<file path="src/bus_macros.svh">
`ifndef BUS_MACROS_SVH
`define BUS_MACROS_SVH

// RAM covers 0x0000 up to the peripheral window at 0x7FF0
`define RAM_ADDR_BITS 15

// display registers, four byte slots with the last one vacant
`define HEX_BASE 16'h7FF0

// UART data at offset 0 and status at offset 1
`define UART_BASE 16'h7FF8

`define IRQ_BASE 16'h7FFC

// boot ROM occupies the top page, including the CPU vectors
`define ROM_BASE 16'hFF00
`define ROM_ADDR_BITS 8

`define UART_CLKS_PER_BIT 16

`endif

</file>
<file path="src/bus_pkg.sv">
package bus_pkg;

    // a CPU address
    typedef logic [15:0] addr_t;

    // one byte on the data bus
    typedef logic [7:0] data_t;

    // block chosen by the address decoder
    typedef enum logic [2:0] {
        region_ram  = 3'd0,
        region_rom  = 3'd1,
        region_hex  = 3'd2,
        region_uart = 3'd3,
        region_irq  = 3'd4,
        region_none = 3'd5
    } region_e;

endpackage

</file>
<file path="src/periph_bus_if.sv">
interface periph_bus_if;
    import bus_pkg::*;

    logic       cs;
    logic       we;
    logic [1:0] reg_addr;
    data_t      wdata;
    data_t      rdata;

    // the decoder side presents the access
    modport host (output cs, we, reg_addr, wdata, input rdata);

    // a peripheral registers rdata on the edge of a read
    modport periph (input cs, we, reg_addr, wdata, output rdata);

endinterface

</file>
<file path="src/bus_decoder.sv">
`include "bus_macros.svh"

module bus_decoder (
    input  logic           clk,
    input  logic           rst,
    input  bus_pkg::addr_t addr,
    input  logic           rwb,
    input  bus_pkg::data_t wdata,
    output logic           ram_we,
    input  bus_pkg::data_t ram_q,
    input  bus_pkg::data_t rom_q,
    periph_bus_if.host     hex_bus,
    periph_bus_if.host     uart_bus,
    periph_bus_if.host     irq_bus,
    output bus_pkg::data_t rdata
);
    import bus_pkg::*;

    localparam addr_t hex_base  = `HEX_BASE;
    localparam addr_t uart_base = `UART_BASE;
    localparam addr_t irq_base  = `IRQ_BASE;
    localparam addr_t rom_base  = `ROM_BASE;

    region_e region;
    region_e region_q;
    logic    slot_valid;
    logic    slot_valid_q;

    // peripheral slots are checked first so they take priority over RAM
    always_comb begin
        region     = region_none;
        slot_valid = 1'b0;
        if (addr[15:2] == hex_base[15:2]) begin
            region     = region_hex;
            slot_valid = addr[1:0] != 2'd3;
        end else if (addr[15:2] == uart_base[15:2]) begin
            region     = region_uart;
            slot_valid = ~addr[1];
        end else if (addr[15:2] == irq_base[15:2]) begin
            region     = region_irq;
            slot_valid = addr[1:0] == 2'd0;
        end else if (addr < hex_base) begin
            region     = region_ram;
            slot_valid = 1'b1;
        end else if (addr[15:8] == rom_base[15:8]) begin
            region     = region_rom;
            slot_valid = 1'b1;
        end
    end

    assign ram_we = (region == region_ram) && !rwb;

    assign hex_bus.cs       = (region == region_hex) && slot_valid;
    assign hex_bus.we       = !rwb;
    assign hex_bus.reg_addr = addr[1:0];
    assign hex_bus.wdata    = wdata;

    assign uart_bus.cs       = (region == region_uart) && slot_valid;
    assign uart_bus.we       = !rwb;
    assign uart_bus.reg_addr = addr[1:0];
    assign uart_bus.wdata    = wdata;

    assign irq_bus.cs       = (region == region_irq) && slot_valid;
    assign irq_bus.we       = !rwb;
    assign irq_bus.reg_addr = addr[1:0];
    assign irq_bus.wdata    = wdata;

    always_ff @(posedge clk) begin
        if (rst) begin
            region_q     <= region_none;
            slot_valid_q <= 1'b0;
        end else begin
            region_q     <= region;
            slot_valid_q <= slot_valid;
        end
    end

    // every block delivers its byte one cycle after the address
    always_comb begin
        rdata = '0;
        if (slot_valid_q) begin
            case (region_q)
                region_ram:  rdata = ram_q;
                region_rom:  rdata = rom_q;
                region_hex:  rdata = hex_bus.rdata;
                region_uart: rdata = uart_bus.rdata;
                region_irq:  rdata = irq_bus.rdata;
                default:     rdata = '0;
            endcase
        end
    end

endmodule

</file>
<file path="src/flat_wrapper.sv">
// flat-port wrapper written by rule: the top's interface ports become plain ports
module bus_decoder_flat import bus_pkg::*;
  (clk, rst, addr, rwb, wdata, ram_we, ram_q, rom_q, rdata, hex_bus_cs, hex_bus_we, hex_bus_reg_addr, hex_bus_wdata, hex_bus_rdata, uart_bus_cs, uart_bus_we, uart_bus_reg_addr, uart_bus_wdata, uart_bus_rdata, irq_bus_cs, irq_bus_we, irq_bus_reg_addr, irq_bus_wdata, irq_bus_rdata);
  periph_bus_if hex_bus_i ();
  periph_bus_if uart_bus_i ();
  periph_bus_if irq_bus_i ();
  input  logic clk;
  input  logic rst;
  input  bus_pkg::addr_t addr;
  input  logic rwb;
  input  bus_pkg::data_t wdata;
  output logic ram_we;
  input  bus_pkg::data_t ram_q;
  input  bus_pkg::data_t rom_q;
  output bus_pkg::data_t rdata;
  output wire logic [$bits(hex_bus_i.cs)-1:0] hex_bus_cs;
  output wire logic [$bits(hex_bus_i.we)-1:0] hex_bus_we;
  output wire logic [$bits(hex_bus_i.reg_addr)-1:0] hex_bus_reg_addr;
  output wire logic [$bits(hex_bus_i.wdata)-1:0] hex_bus_wdata;
  input wire logic [$bits(hex_bus_i.rdata)-1:0] hex_bus_rdata;
  output wire logic [$bits(uart_bus_i.cs)-1:0] uart_bus_cs;
  output wire logic [$bits(uart_bus_i.we)-1:0] uart_bus_we;
  output wire logic [$bits(uart_bus_i.reg_addr)-1:0] uart_bus_reg_addr;
  output wire logic [$bits(uart_bus_i.wdata)-1:0] uart_bus_wdata;
  input wire logic [$bits(uart_bus_i.rdata)-1:0] uart_bus_rdata;
  output wire logic [$bits(irq_bus_i.cs)-1:0] irq_bus_cs;
  output wire logic [$bits(irq_bus_i.we)-1:0] irq_bus_we;
  output wire logic [$bits(irq_bus_i.reg_addr)-1:0] irq_bus_reg_addr;
  output wire logic [$bits(irq_bus_i.wdata)-1:0] irq_bus_wdata;
  input wire logic [$bits(irq_bus_i.rdata)-1:0] irq_bus_rdata;
  assign hex_bus_cs = hex_bus_i.cs;
  assign hex_bus_we = hex_bus_i.we;
  assign hex_bus_reg_addr = hex_bus_i.reg_addr;
  assign hex_bus_wdata = hex_bus_i.wdata;
  assign hex_bus_i.rdata = hex_bus_rdata;
  assign uart_bus_cs = uart_bus_i.cs;
  assign uart_bus_we = uart_bus_i.we;
  assign uart_bus_reg_addr = uart_bus_i.reg_addr;
  assign uart_bus_wdata = uart_bus_i.wdata;
  assign uart_bus_i.rdata = uart_bus_rdata;
  assign irq_bus_cs = irq_bus_i.cs;
  assign irq_bus_we = irq_bus_i.we;
  assign irq_bus_reg_addr = irq_bus_i.reg_addr;
  assign irq_bus_wdata = irq_bus_i.wdata;
  assign irq_bus_i.rdata = irq_bus_rdata;
  bus_decoder u_core (.clk(clk), .rst(rst), .addr(addr), .rwb(rwb), .wdata(wdata), .ram_we(ram_we), .ram_q(ram_q), .rom_q(rom_q), .hex_bus(hex_bus_i), .uart_bus(uart_bus_i), .irq_bus(irq_bus_i), .rdata(rdata));
endmodule
</file>
<file path="config.mk">
export PLATFORM = sky130hd
export DESIGN_NAME = bus_decoder_flat
export DESIGN_NICKNAME = d
export VERILOG_FILES = /design/src/bus_pkg.sv /design/src/periph_bus_if.sv /design/src/bus_decoder.sv /design/src/flat_wrapper.sv
export VERILOG_INCLUDE_DIRS = /design/src /design/src/src
export SDC_FILE = /design/constraint.sdc
export NUM_CORES = 1
export LEC_CHECK = 0
export ABC_AREA = 1
export ABC_CLOCK_PERIOD_IN_PS = 1670
export BUFFER_PORTS_ARGS = -buffer_cell sky130_fd_sc_hd__buf_2
export CAP_MARGIN = 20
export CELL_PAD_IN_SITES_DETAIL_PLACEMENT = 2
export CELL_PAD_IN_SITES_GLOBAL_PLACEMENT = 2
export CORE_MARGIN = 2
export CORE_UTILIZATION = 14
export CTS_CLUSTER_DIAMETER = 150
export DETAILED_ROUTE_END_ITERATION = 6
export GPL_TIMING_DRIVEN = 0
export PLACE_DENSITY = 0.84
export SYNTH_ARGS = -nofsm -noshare
export SYNTH_HDL_FRONTEND = slang
export SYNTH_SLANG_ARGS = --single-unit
export TNS_END_PERCENT = 10
</file>
<file path="constraint.sdc">
create_clock -name clk -period 1.67 [get_ports clk]
set_clock_uncertainty 0.15 [all_clocks]
set_input_delay 0.0835 -clock clk [delete_from_list [all_inputs] [get_ports clk]]
set_output_delay 0.0835 -clock clk [all_outputs]
set_load 0.1 [all_outputs]
</file>
==> results of run 1 <==
## worst max-delay path by stage
| stage | endpoint | from | slack [ns] | depth (start not counted) |
|---|---|---|---|---|
| floorplan | irq_bus_cs | addr[15] | -0.45 | 9 |
| global placement | rdata[1] | u_core.region_q[1] | -0.28 | 5 |
| detailed placement | rdata[5] | u_core.region_q[1] | -0.32 | 5 |
| CTS | rdata[1] | u_core.region_q[0] | -0.18 | 5 |
| global route | rdata[4] | u_core.region_q[0] | -0.27 | 5 |
| finish | rdata[1] | u_core.region_q[0] | -0.16 | 5 |
## power by group
group          internal (W)  switching [W]
clock network      0.000153      0.0000469
registers          0.000101     0.00000502
logic              0.000165       0.000469
## registers in the layout (all words and copies together), names as in the netlist
name and count:
u_core.slot_valid_q 1, u_core.region_q 3
## synth_stat cells
cell type	number
nand2_1	40
buf_4	32
nor2_1	25
inv_1	21
a21oi_1	6
a41oi_1	6
nand3_1	6
dfxtp_1	4
nand4_1	3
o21ai_0	3
nand3_2	2
nand3b_1	2
nor2_4	2
nand2_2	1
nor2_2	1
nor3_1	1
nor3_2	1
o211ai_1	1
or2_4	1
## repair_timing
action | in CTS | in global routing
hold buffers | 2 | 0
pin swaps | 1 | 0
setup endpoints to repair | 8 | 11
setup buffers | 1 | 0
hold endpoints to repair | 4 | 0
gates resized for setup | 32 | 4
gates cloned | 0 | 0
## metrics by stage
step / total power (W) / cells / hold WS [ns]
floorplan: 0.000589 / 158 / 0.00588
global placement: 0.000714 / 338 / 0.130
detailed placement: 0.000723 / 338 / 0.133
CTS: 0.000952 / 344 / 0.103
global route: 0.000984 / 344 / 0.146
finish: 0.000939 / 344 / 0.103
## layout by cell type (no fill, tap or decap), drive strengths merged, types with 3 or more instances in the layout
| cell type | instances |
|---|---|
| dfxtp | 4 |
| o21ai | 3 |
| nand4 | 3 |
| a21oi | 6 |
| clkbuf | 5 |
| a41oi | 6 |
| nand3 | 8 |
| nand2 | 41 |
| nor2 | 28 |
| buf | 134 |
| inv | 21 |
## layout make-up
class / instances / area share (%)
clock buffer: 3 / 2.36
multi-input combinational: 101 / 31.7
tap: 77 / 5.50
inverter: 21 / 4.50
timing repair buffer: 106 / 37.4
buffer: 32 / 13.7
sequential: 4 / 4.79
## per-layer routing
| metal | global-route usage (%) | vias up | share of wire, % |
|---|---|---|---|
| met1 | 12.2 | 639 | 36 |
| met5 | 0 | - | 0 |
| met3 | 2.57 | 4 | 8.0 |
| met4 | 2.64 | 0 | 0.62 |
| li1 | - | 688 | - |
| met2 | 23.4 | 64 | 55 |
## cells by family after synthesis
group	Yosys count	synth area share (%)
and+or+nand+nor	85	43.4
buffers and inverters	53	35.8
AOI/OAI and AO/OA	16	11.8
DFF	4	8.99
## critical path, delay by kind of cell, from the launching register on
| kind | cells | cell delay (ns) |
|---|---|---|
| flip-flops | 1 | 0.34 |
| buffers and inverters | 1 | 0.21 |
| AND/OR/NAND/NOR | 3 | 0.58 |
| AO/OA/AOI/OAI | 1 | 0.25 |
==> flow_summary.ini, run 1 <==
[critical_path]
path_cells = or2_4 -> nor2_4 -> nand2_1 -> a41oi_2 -> buf_12
critPathMaxStageDelay_ns = 0.34
arrival_ns = 1.60
crit_type = flip-flop to output pin
start_kind = flip-flop
end_kind = output pin
critPathSlowestCell = dfxtp_2
required_ns = 1.44
cp_max_fo = 8

[global_routing]
grt_remaining_overflow = 0
grt_first_pass_wirelength_um = 6720
grt_pass1_vias = 1528
antenna_found_initial = 0
grtUsageTotal_pct = 11.7
grt_max_degree = 9

[routing]
vias_per_cell = 4.06
wl_per_cell_um = 12.2
dr.first_iter.drc_count = 4
firstDrtPassIters = 2
drcViolationCount = 0
routed_wl_um = 4190
vias = 1395
antenna_left = 0

[timing]
final_max_slew_viol_count = 0
final.period_utilization_pct = 110
max_freq_mhz = 546
relSlewSlack_pct = 67.3
final_hold_viol_count = 0
min_period_ns = 1.83
postLayoutSetupSlackWorst_ns = -0.162
rsz0062_at_grt = true
setup_viol_count_final = 8
tightest_slew_ns = 0.494
tns_ns = -1.12

[floorplan]
die-area_um2 = 7020
core_region_area_um2 = 6240
io_pins = 112
start_util_pct = 14.3
die_y_um = 83.8
rows = 29
die_width_um = 83.8

[cells_and_area]
layout.nets = 336
drive_above_1_share_pct = 60.3
multi_input_area_um2 = 556
area_delta_synth_final_pct = 96.6
ff_latch_area_um2 = 83.8
utilization_pct = 28.1
final_cell_area_um2 = 1750
fill_cells = 802
n_antenna_cell = 0

[hold_path]
hold_start = addr[2]
hp-class = primary input to flip-flop
hold_path_depth = 4
hold_path_end = u_core.region_q[0]

[cts]
cts_buffer_depth = 2
cts.sinks = 4
cts_buffers = 3
cts_root_buffer = clkbuf_8
clk_pin_slew_ns = 0.03
htreeDepth = 1
cts_tree = built

[placed_design]
place.gp.congestion = 0.736
postPlaceCellArea_um2 = 1560
post-dp-hpwl_um = 3550
io_buffers = 103
pre_cts_ws_ns = -0.317

[yosys]
syn_area_per_cell_um2 = 5.64
yosysTopAreaCellShare_pct = 27.0
synth_nets = 225
ys_warn_count = 0
synth_seq_cells = 4
netlist_area_um2 = 891
synth_area_leaders = buf_4, nand2_1, nor2_1
post_synth_num_cell_types = 19
yosysTopAreaCell = buf_4
postSynthCellCount = 158
seq_area_frac_synth_pct = 8.99

[pwr]
vdd_drop_max_mv = 0.169
p_leak_nw = 0.942
power_density_nw_per_um2 = 536

[outcome]
violations = setup timing
status = complete, but fails checks

[flow_run]
maxCapViolCount = 0
Note: power is estimated with default switching activity, not from simulation.
==> run 2: changes to the inputs <==
--- a/config.mk
+++ b/config.mk
@@ -18,6 +18,7 @@
 export DETAILED_ROUTE_END_ITERATION = 6
 export GPL_TIMING_DRIVEN = 0
 export PLACE_DENSITY = 0.84
+export SETUP_SLACK_MARGIN = 0.15
 export SYNTH_ARGS = -nofsm -noshare
 export SYNTH_HDL_FRONTEND = slang
 export SYNTH_SLANG_ARGS = --single-unit
==> run 2 against run 1 <==
Against the previous run: largest power group unchanged; clock power about the same; wire length increased by 6.6%; total power increased by 5.9%; the run still ends with setup timing left; first-iteration DRC count increased to 4.0 times the previous value; sequential cell count unchanged; via count increased by 2.2%; design area increased by 19%; sequential share of layout area decreased by 0.63 points.
==> flow_summary.ini, run 2 (synthesized netlist as in run 1, its figures left out) <==
[cells_and_area]
n_antenna_cell = 0
fin_cells = 349
utilization_pct = 33.3
fill_cells = 762
drive_above_1_share_pct = 71.3
multi_input_area_um2 = 769
final_cell_area_um2 = 2080
largest_reg_flops = 3
ff_latch_area_um2 = 86.3
regMostFlops = u_core.region_q
reg_top3 = u_core.region_q (3), u_core.slot_valid_q (1)
final_common_cell = buf_2
layout.nets = 341
area_delta_synth_final_pct = 133
layout_common_cells = buf_2, buf_4, nand2_1, inv_1

[pwr]
net-switching-power_w = 0.000551
p_sw_share_pct = 55.4
p_comb_share_pct = 69.6
p_leak_nw = 1.02
p_int_w = 0.000444
clock_power_share_pct = 20.0
pwr-share-seq_pct = 10.4
vdd_drop_max_mv = 0.208
power_density_nw_per_um2 = 479

[routing]
routed_wl_um = 4470
vias_per_cell = 4.09
vias = 1426
dr.first_iter.drc_count = 16
wl_per_cell_um = 12.8
antenna_left = 0
drcViolationCount = 0
firstDrtPassIters = 3

[placed_design]
post-dp-hpwl_um = 3550
pre_cts_ws_ns = -0.387
placed_cells = 338
place.gp.congestion = 0.768
postPlaceCellArea_um2 = 1640
io_buffers = 103

[cts]
cts_root_buffer = clkbuf_8
clk_pin_slew_ns = 0.03
cts_buffer_depth = 2
cts_buffers = 3
cts.sinks = 4
cts_tree = built
htreeDepth = 1

[hold_path]
hp-class = primary input to flip-flop

[floorplan]
die_y_um = 83.8
die_width_um = 83.8
rows = 29
die-area_um2 = 7020
core_region_area_um2 = 6240
io_pins = 112
start_util_pct = 14.3

[critical_path]
crit_type = flip-flop to output pin
start_kind = flip-flop
required_ns = 1.44
arrival_ns = 1.57
end_kind = output pin
cp_max_fo = 5

[global_routing]
antenna_found_initial = 0
grt_remaining_overflow = 0
grt_first_pass_wirelength_um = 7130
grt_pass1_vias = 1532
grtUsageTotal_pct = 12.5
grt_max_degree = 9

[flow_run]
maxCapViolCount = 0

[timing]
min_period_ns = 1.80
final.period_utilization_pct = 108
setup_viol_count_final = 8
final_max_slew_viol_count = 0
final_hold_viol_count = 0
tns_ns = -0.867
relSlewSlack_pct = 52.3
rsz0062_at_grt = true
max_freq_mhz = 555
postLayoutSetupSlackWorst_ns = -0.133
tightest_slew_ns = 0.715

[outcome]
violations = setup timing
status = complete, but fails checks
-- run 2: cell types whose count changed in the layout (fill, tap and decap cells not counted), sizes merged --
cell / delta
buf: +7
clkbuf: -2
-- run 2: cell type report --
cell class	instances	share of cell area, %
Timing Repair Buffer	111	36.6
Inverter	21	4.03
Clock buffer	3	1.99
Sequential cell	4	4.15
Multi-Input combinational cell	101	37.0
Buffer	32	11.6
Tap cell	77	4.63
-- run 2: final timing paths --
check | startpoint | to | slack, ns | cells past startpoint
worst max-delay path | u_core.region_q[0] | rdata[3] | -0.13 | 6
worst min-delay path | addr[2] | u_core.region_q[2] | 0.09 | 3
-- run 2: repair_timing --
item                       CTS  global route
setup endpoints to repair   11            11
resized for setup           63            30
buffers inserted             6             0
pin swaps                    9             9
hold endpoints to repair     4             0
hold buffers                 2             0
-- run 2: per-layer routing --
layer	up-vias	wire length, um	track usage (%)
met5	-	0	0
met4	0	32	2.79
li1	699	-	-
met1	665	1620	13.2
met2	58	2560	25.3
met3	4	260	1.88
-- run 2: power by group through the flow --
stage / Clock [W] / Sequential, W / Combinational [W]
finish: 0.000199 / 0.000103 / 0.000693
global route: 0.000215 / 0.000104 / 0.000725
CTS: 0.000207 / 0.000103 / 0.000681
detailed placement: 0 / 0.000105 / 0.000633
global placement: 0 / 0.000105 / 0.000622
floorplan: 0 / 0.000105 / 0.000498
-- run 2: critical path: stages, from the launching register on --
cell     delay [ns]
dfxtp_4        0.33
or2_4          0.27
nor2_4         0.10
buf_6          0.15
nand2_4        0.07
a41oi_4        0.22
buf_12         0.20
-- run 2: stage by stage --
stage               power, W  hold slack (ns)
finish              0.000995           0.0942
global route         0.00104            0.154
CTS                 0.000992            0.103
detailed placement  0.000738            0.129
global placement    0.000727            0.127
floorplan           0.000603          0.00588
==> run 3: changes to the inputs <==
--- a/config.mk
+++ b/config.mk
@@ -6,14 +6,13 @@
 export SDC_FILE = /design/constraint.sdc
 export NUM_CORES = 1
 export LEC_CHECK = 0
-export ABC_AREA = 1
 export ABC_CLOCK_PERIOD_IN_PS = 1670
 export BUFFER_PORTS_ARGS = -buffer_cell sky130_fd_sc_hd__buf_2
 export CAP_MARGIN = 20
 export CELL_PAD_IN_SITES_DETAIL_PLACEMENT = 2
 export CELL_PAD_IN_SITES_GLOBAL_PLACEMENT = 2
 export CORE_MARGIN = 2
-export CORE_UTILIZATION = 14
+export CORE_UTILIZATION = 16
 export CTS_CLUSTER_DIAMETER = 150
 export DETAILED_ROUTE_END_ITERATION = 6
 export GPL_TIMING_DRIVEN = 0
==> run 3 against run 2 <==
Against the previous run: the run still ends with setup timing left; highest routed layer unchanged; total power increased by 2.0%; critical endpoint is now rdata[6]; worst hold slack got worse by 0.036 ns; first-iteration DRC count decreased by 69%; critical path type unchanged.
==> flow_summary.ini, run 3 <==
[critical_path]
crit_family = buffers and inverters
end_kind = output pin
required_ns = 1.44
crit_type = flip-flop to output pin
critPathMaxStageDelay_ns = 0.33
start_kind = flip-flop
worst-path-buf-inv = 3
cp_max_fo = 6
critPathSlowestCell = dfxtp_2
path_cells = buf_6 -> buf_8 -> mux2_4 -> a21oi_4 -> o22a_1 -> nor2_4 -> buf_12
arrival_ns = 1.69

[outcome]
violations = setup timing
status = complete, but fails checks

[yosys]
synth_area_leaders = buf_4, dfxtp_1, mux2_2
synth_edf_count = 0
synthTopCellsByCount = buf_4, nor2_1, nor3b_1
postSynthCellCount = 123
netlist_area_um2 = 938
seq_area_frac_synth_pct = 8.53
yosysTopAreaCellShare_pct = 26.4
synth-async-reset-ratio_pct = 0
syn_area_per_cell_um2 = 7.63
ys_warn_count = 0
synth_top_flop_cell = dfxtp_1
post_synth_num_cell_types = 30
yosysMostFrequentCell = buf_4
synth_nets = 190
yosysTopAreaCell = buf_4
synth_seq_cells = 4

[floorplan]
io_pins = 112
die_width_um = 80.6
die-area_um2 = 6490
rows = 27
core_region_area_um2 = 5570
die_y_um = 80.6
start_util_pct = 16.8

[hold_path]
hp-class = primary input to flip-flop

[routing]
routed_wl_um = 4500
vias_per_cell = 4.28
dr.first_iter.drc_count = 5
firstDrtPassIters = 3
wl_per_cell_um = 14.6
antenna_left = 0
vias = 1315
drcViolationCount = 0

[cells_and_area]
largest_reg_flops = 3
reg_top3 = u_core.region_q (3), u_core.slot_valid_q (1)
layout.nets = 304
drive_above_1_share_pct = 81.3
regMostFlops = u_core.region_q
final_common_cell = buf_2
n_antenna_cell = 0
area_delta_synth_final_pct = 119
final_cell_area_um2 = 2050
layout_common_cells = buf_2, buf_4, buf_12

[pwr]
vdd_drop_max_mv = 0.220
finalPower_w = 0.00101
power_density_nw_per_um2 = 495
p_leak_nw = 0.974

[timing]
rsz0062_at_grt = true
final_hold_viol_count = 0
min_period_ns = 1.92
postLayoutSetupSlackWorst_ns = -0.252
tightest_slew_ns = 0.492
max_freq_mhz = 520
setup_viol_count_final = 8
final.period_utilization_pct = 115
relSlewSlack_pct = 67.5
final_max_slew_viol_count = 0

[cts]
cts.sinks = 4
htreeDepth = 1
clk_pin_slew_ns = 0.03
cts_buffer_depth = 2
cts_tree = built
cts_root_buffer = clkbuf_8
cts_buffers = 3

[placed_design]
pre_cts_ws_ns = -0.326
place.gp.congestion = 0.663
postPlaceCellArea_um2 = 1650
io_buffers = 103
post-dp-hpwl_um = 3510

[flow_run]
maxCapViolCount = 0

[global_routing]
grt_max_degree = 11
grt_remaining_overflow = 0
grtUsageTotal_pct = 13.5
grt_pass1_vias = 1484
antenna_found_initial = 0
grt_first_pass_wirelength_um = 6780
-- run 3: cell types whose count changed after synthesis, sizes merged, moves of 2 or more --
cell   delta
a21oi     +2
buf       +7
inv      -18
nand3     -7
nor2b     +2
a22oi     +8
a41oi     -6
nor2     -15
nand4     -2
mux2      +8
nand2    -38
nor3b     +9
o22a      +8
-- run 3: layer usage --
| layer | up-vias | wire [um] | track usage (%) |
|---|---|---|---|
| li1 | 632 | - | - |
| met1 | 608 | 1490 | 12.4 |
| met3 | 2 | 403 | 3.48 |
| met4 | 0 | 14 | 2.03 |
| met5 | - | 0 | 0 |
| met2 | 73 | 2590 | 29.2 |
-- run 3: path summary, 6_finish.rpt --
path	slack [ns]	cells after the start	endpoint	startpoint
hold / removal	0.06	3	u_core.region_q[2]	addr[15]
setup / recovery	-0.25	7	rdata[6]	u_core.region_q[0]
-- run 3: metrics by stage --
stage,std cells,hold WS (ns),utilization (%),setup TNS [ns]
3_3_place_gp,298,0.152,29.7,-2.48
4_1_cts,306,0.0665,35.8,-1.79
5_1_grt,307,0.0755,36.8,-2.29
2_1_floorplan,123,0.00588,-,-1.05
6_report,307,0.0578,36.8,-1.66
3_5_place_dp,298,0.165,29.7,-2.77
-- run 3: where the power goes --
part / switching, W / internal [W]
clock: 0.0000455 / 0.000153
sequential: 0.00000338 / 0.000101
combinational: 0.000485 / 0.000227
total: 0.000534 / 0.000481
-- run 3: cell families (layout without fill, tap and decap cells) --
family / count (synthesis) / after routing / synth area share [%]
buffers and inverters: 43 / 155 / 32.5
AND/OR/NAND/NOR: 35 / 35 / 23.5
AO/OA/AOI/OAI: 32 / 32 / 24.5
multiplexers: 8 / 8 / 10.0
flip-flops: 4 / 4 / 8.53
XOR/XNOR: 1 / 1 / 0.934
-- run 3: layout make-up --
cell class | instances | area, um^2
tap | 72 | 90.1
sequential | 4 | 82.6
buffer | 40 | 324
inverter | 3 | 11.3
timing repair buffer | 109 | 748
fill | 642 | 3520
multi-input combinational | 76 | 753
clock buffer | 3 | 41.3
-- run 3: repair_timing --
item	4_1_cts	5_1_grt
buffers inserted	1	1
resized for setup	65	13
hold buffers	2	0
setup endpoints to repair	11	11
pin swaps	11	7
cloned	2	0
endpoints found under the hold margin	2	0
-- run 3: worst min-delay path: stages --
cell,delay [ns]
buf_8,0.09
a21o_2,0.12
o21bai_1,0.09
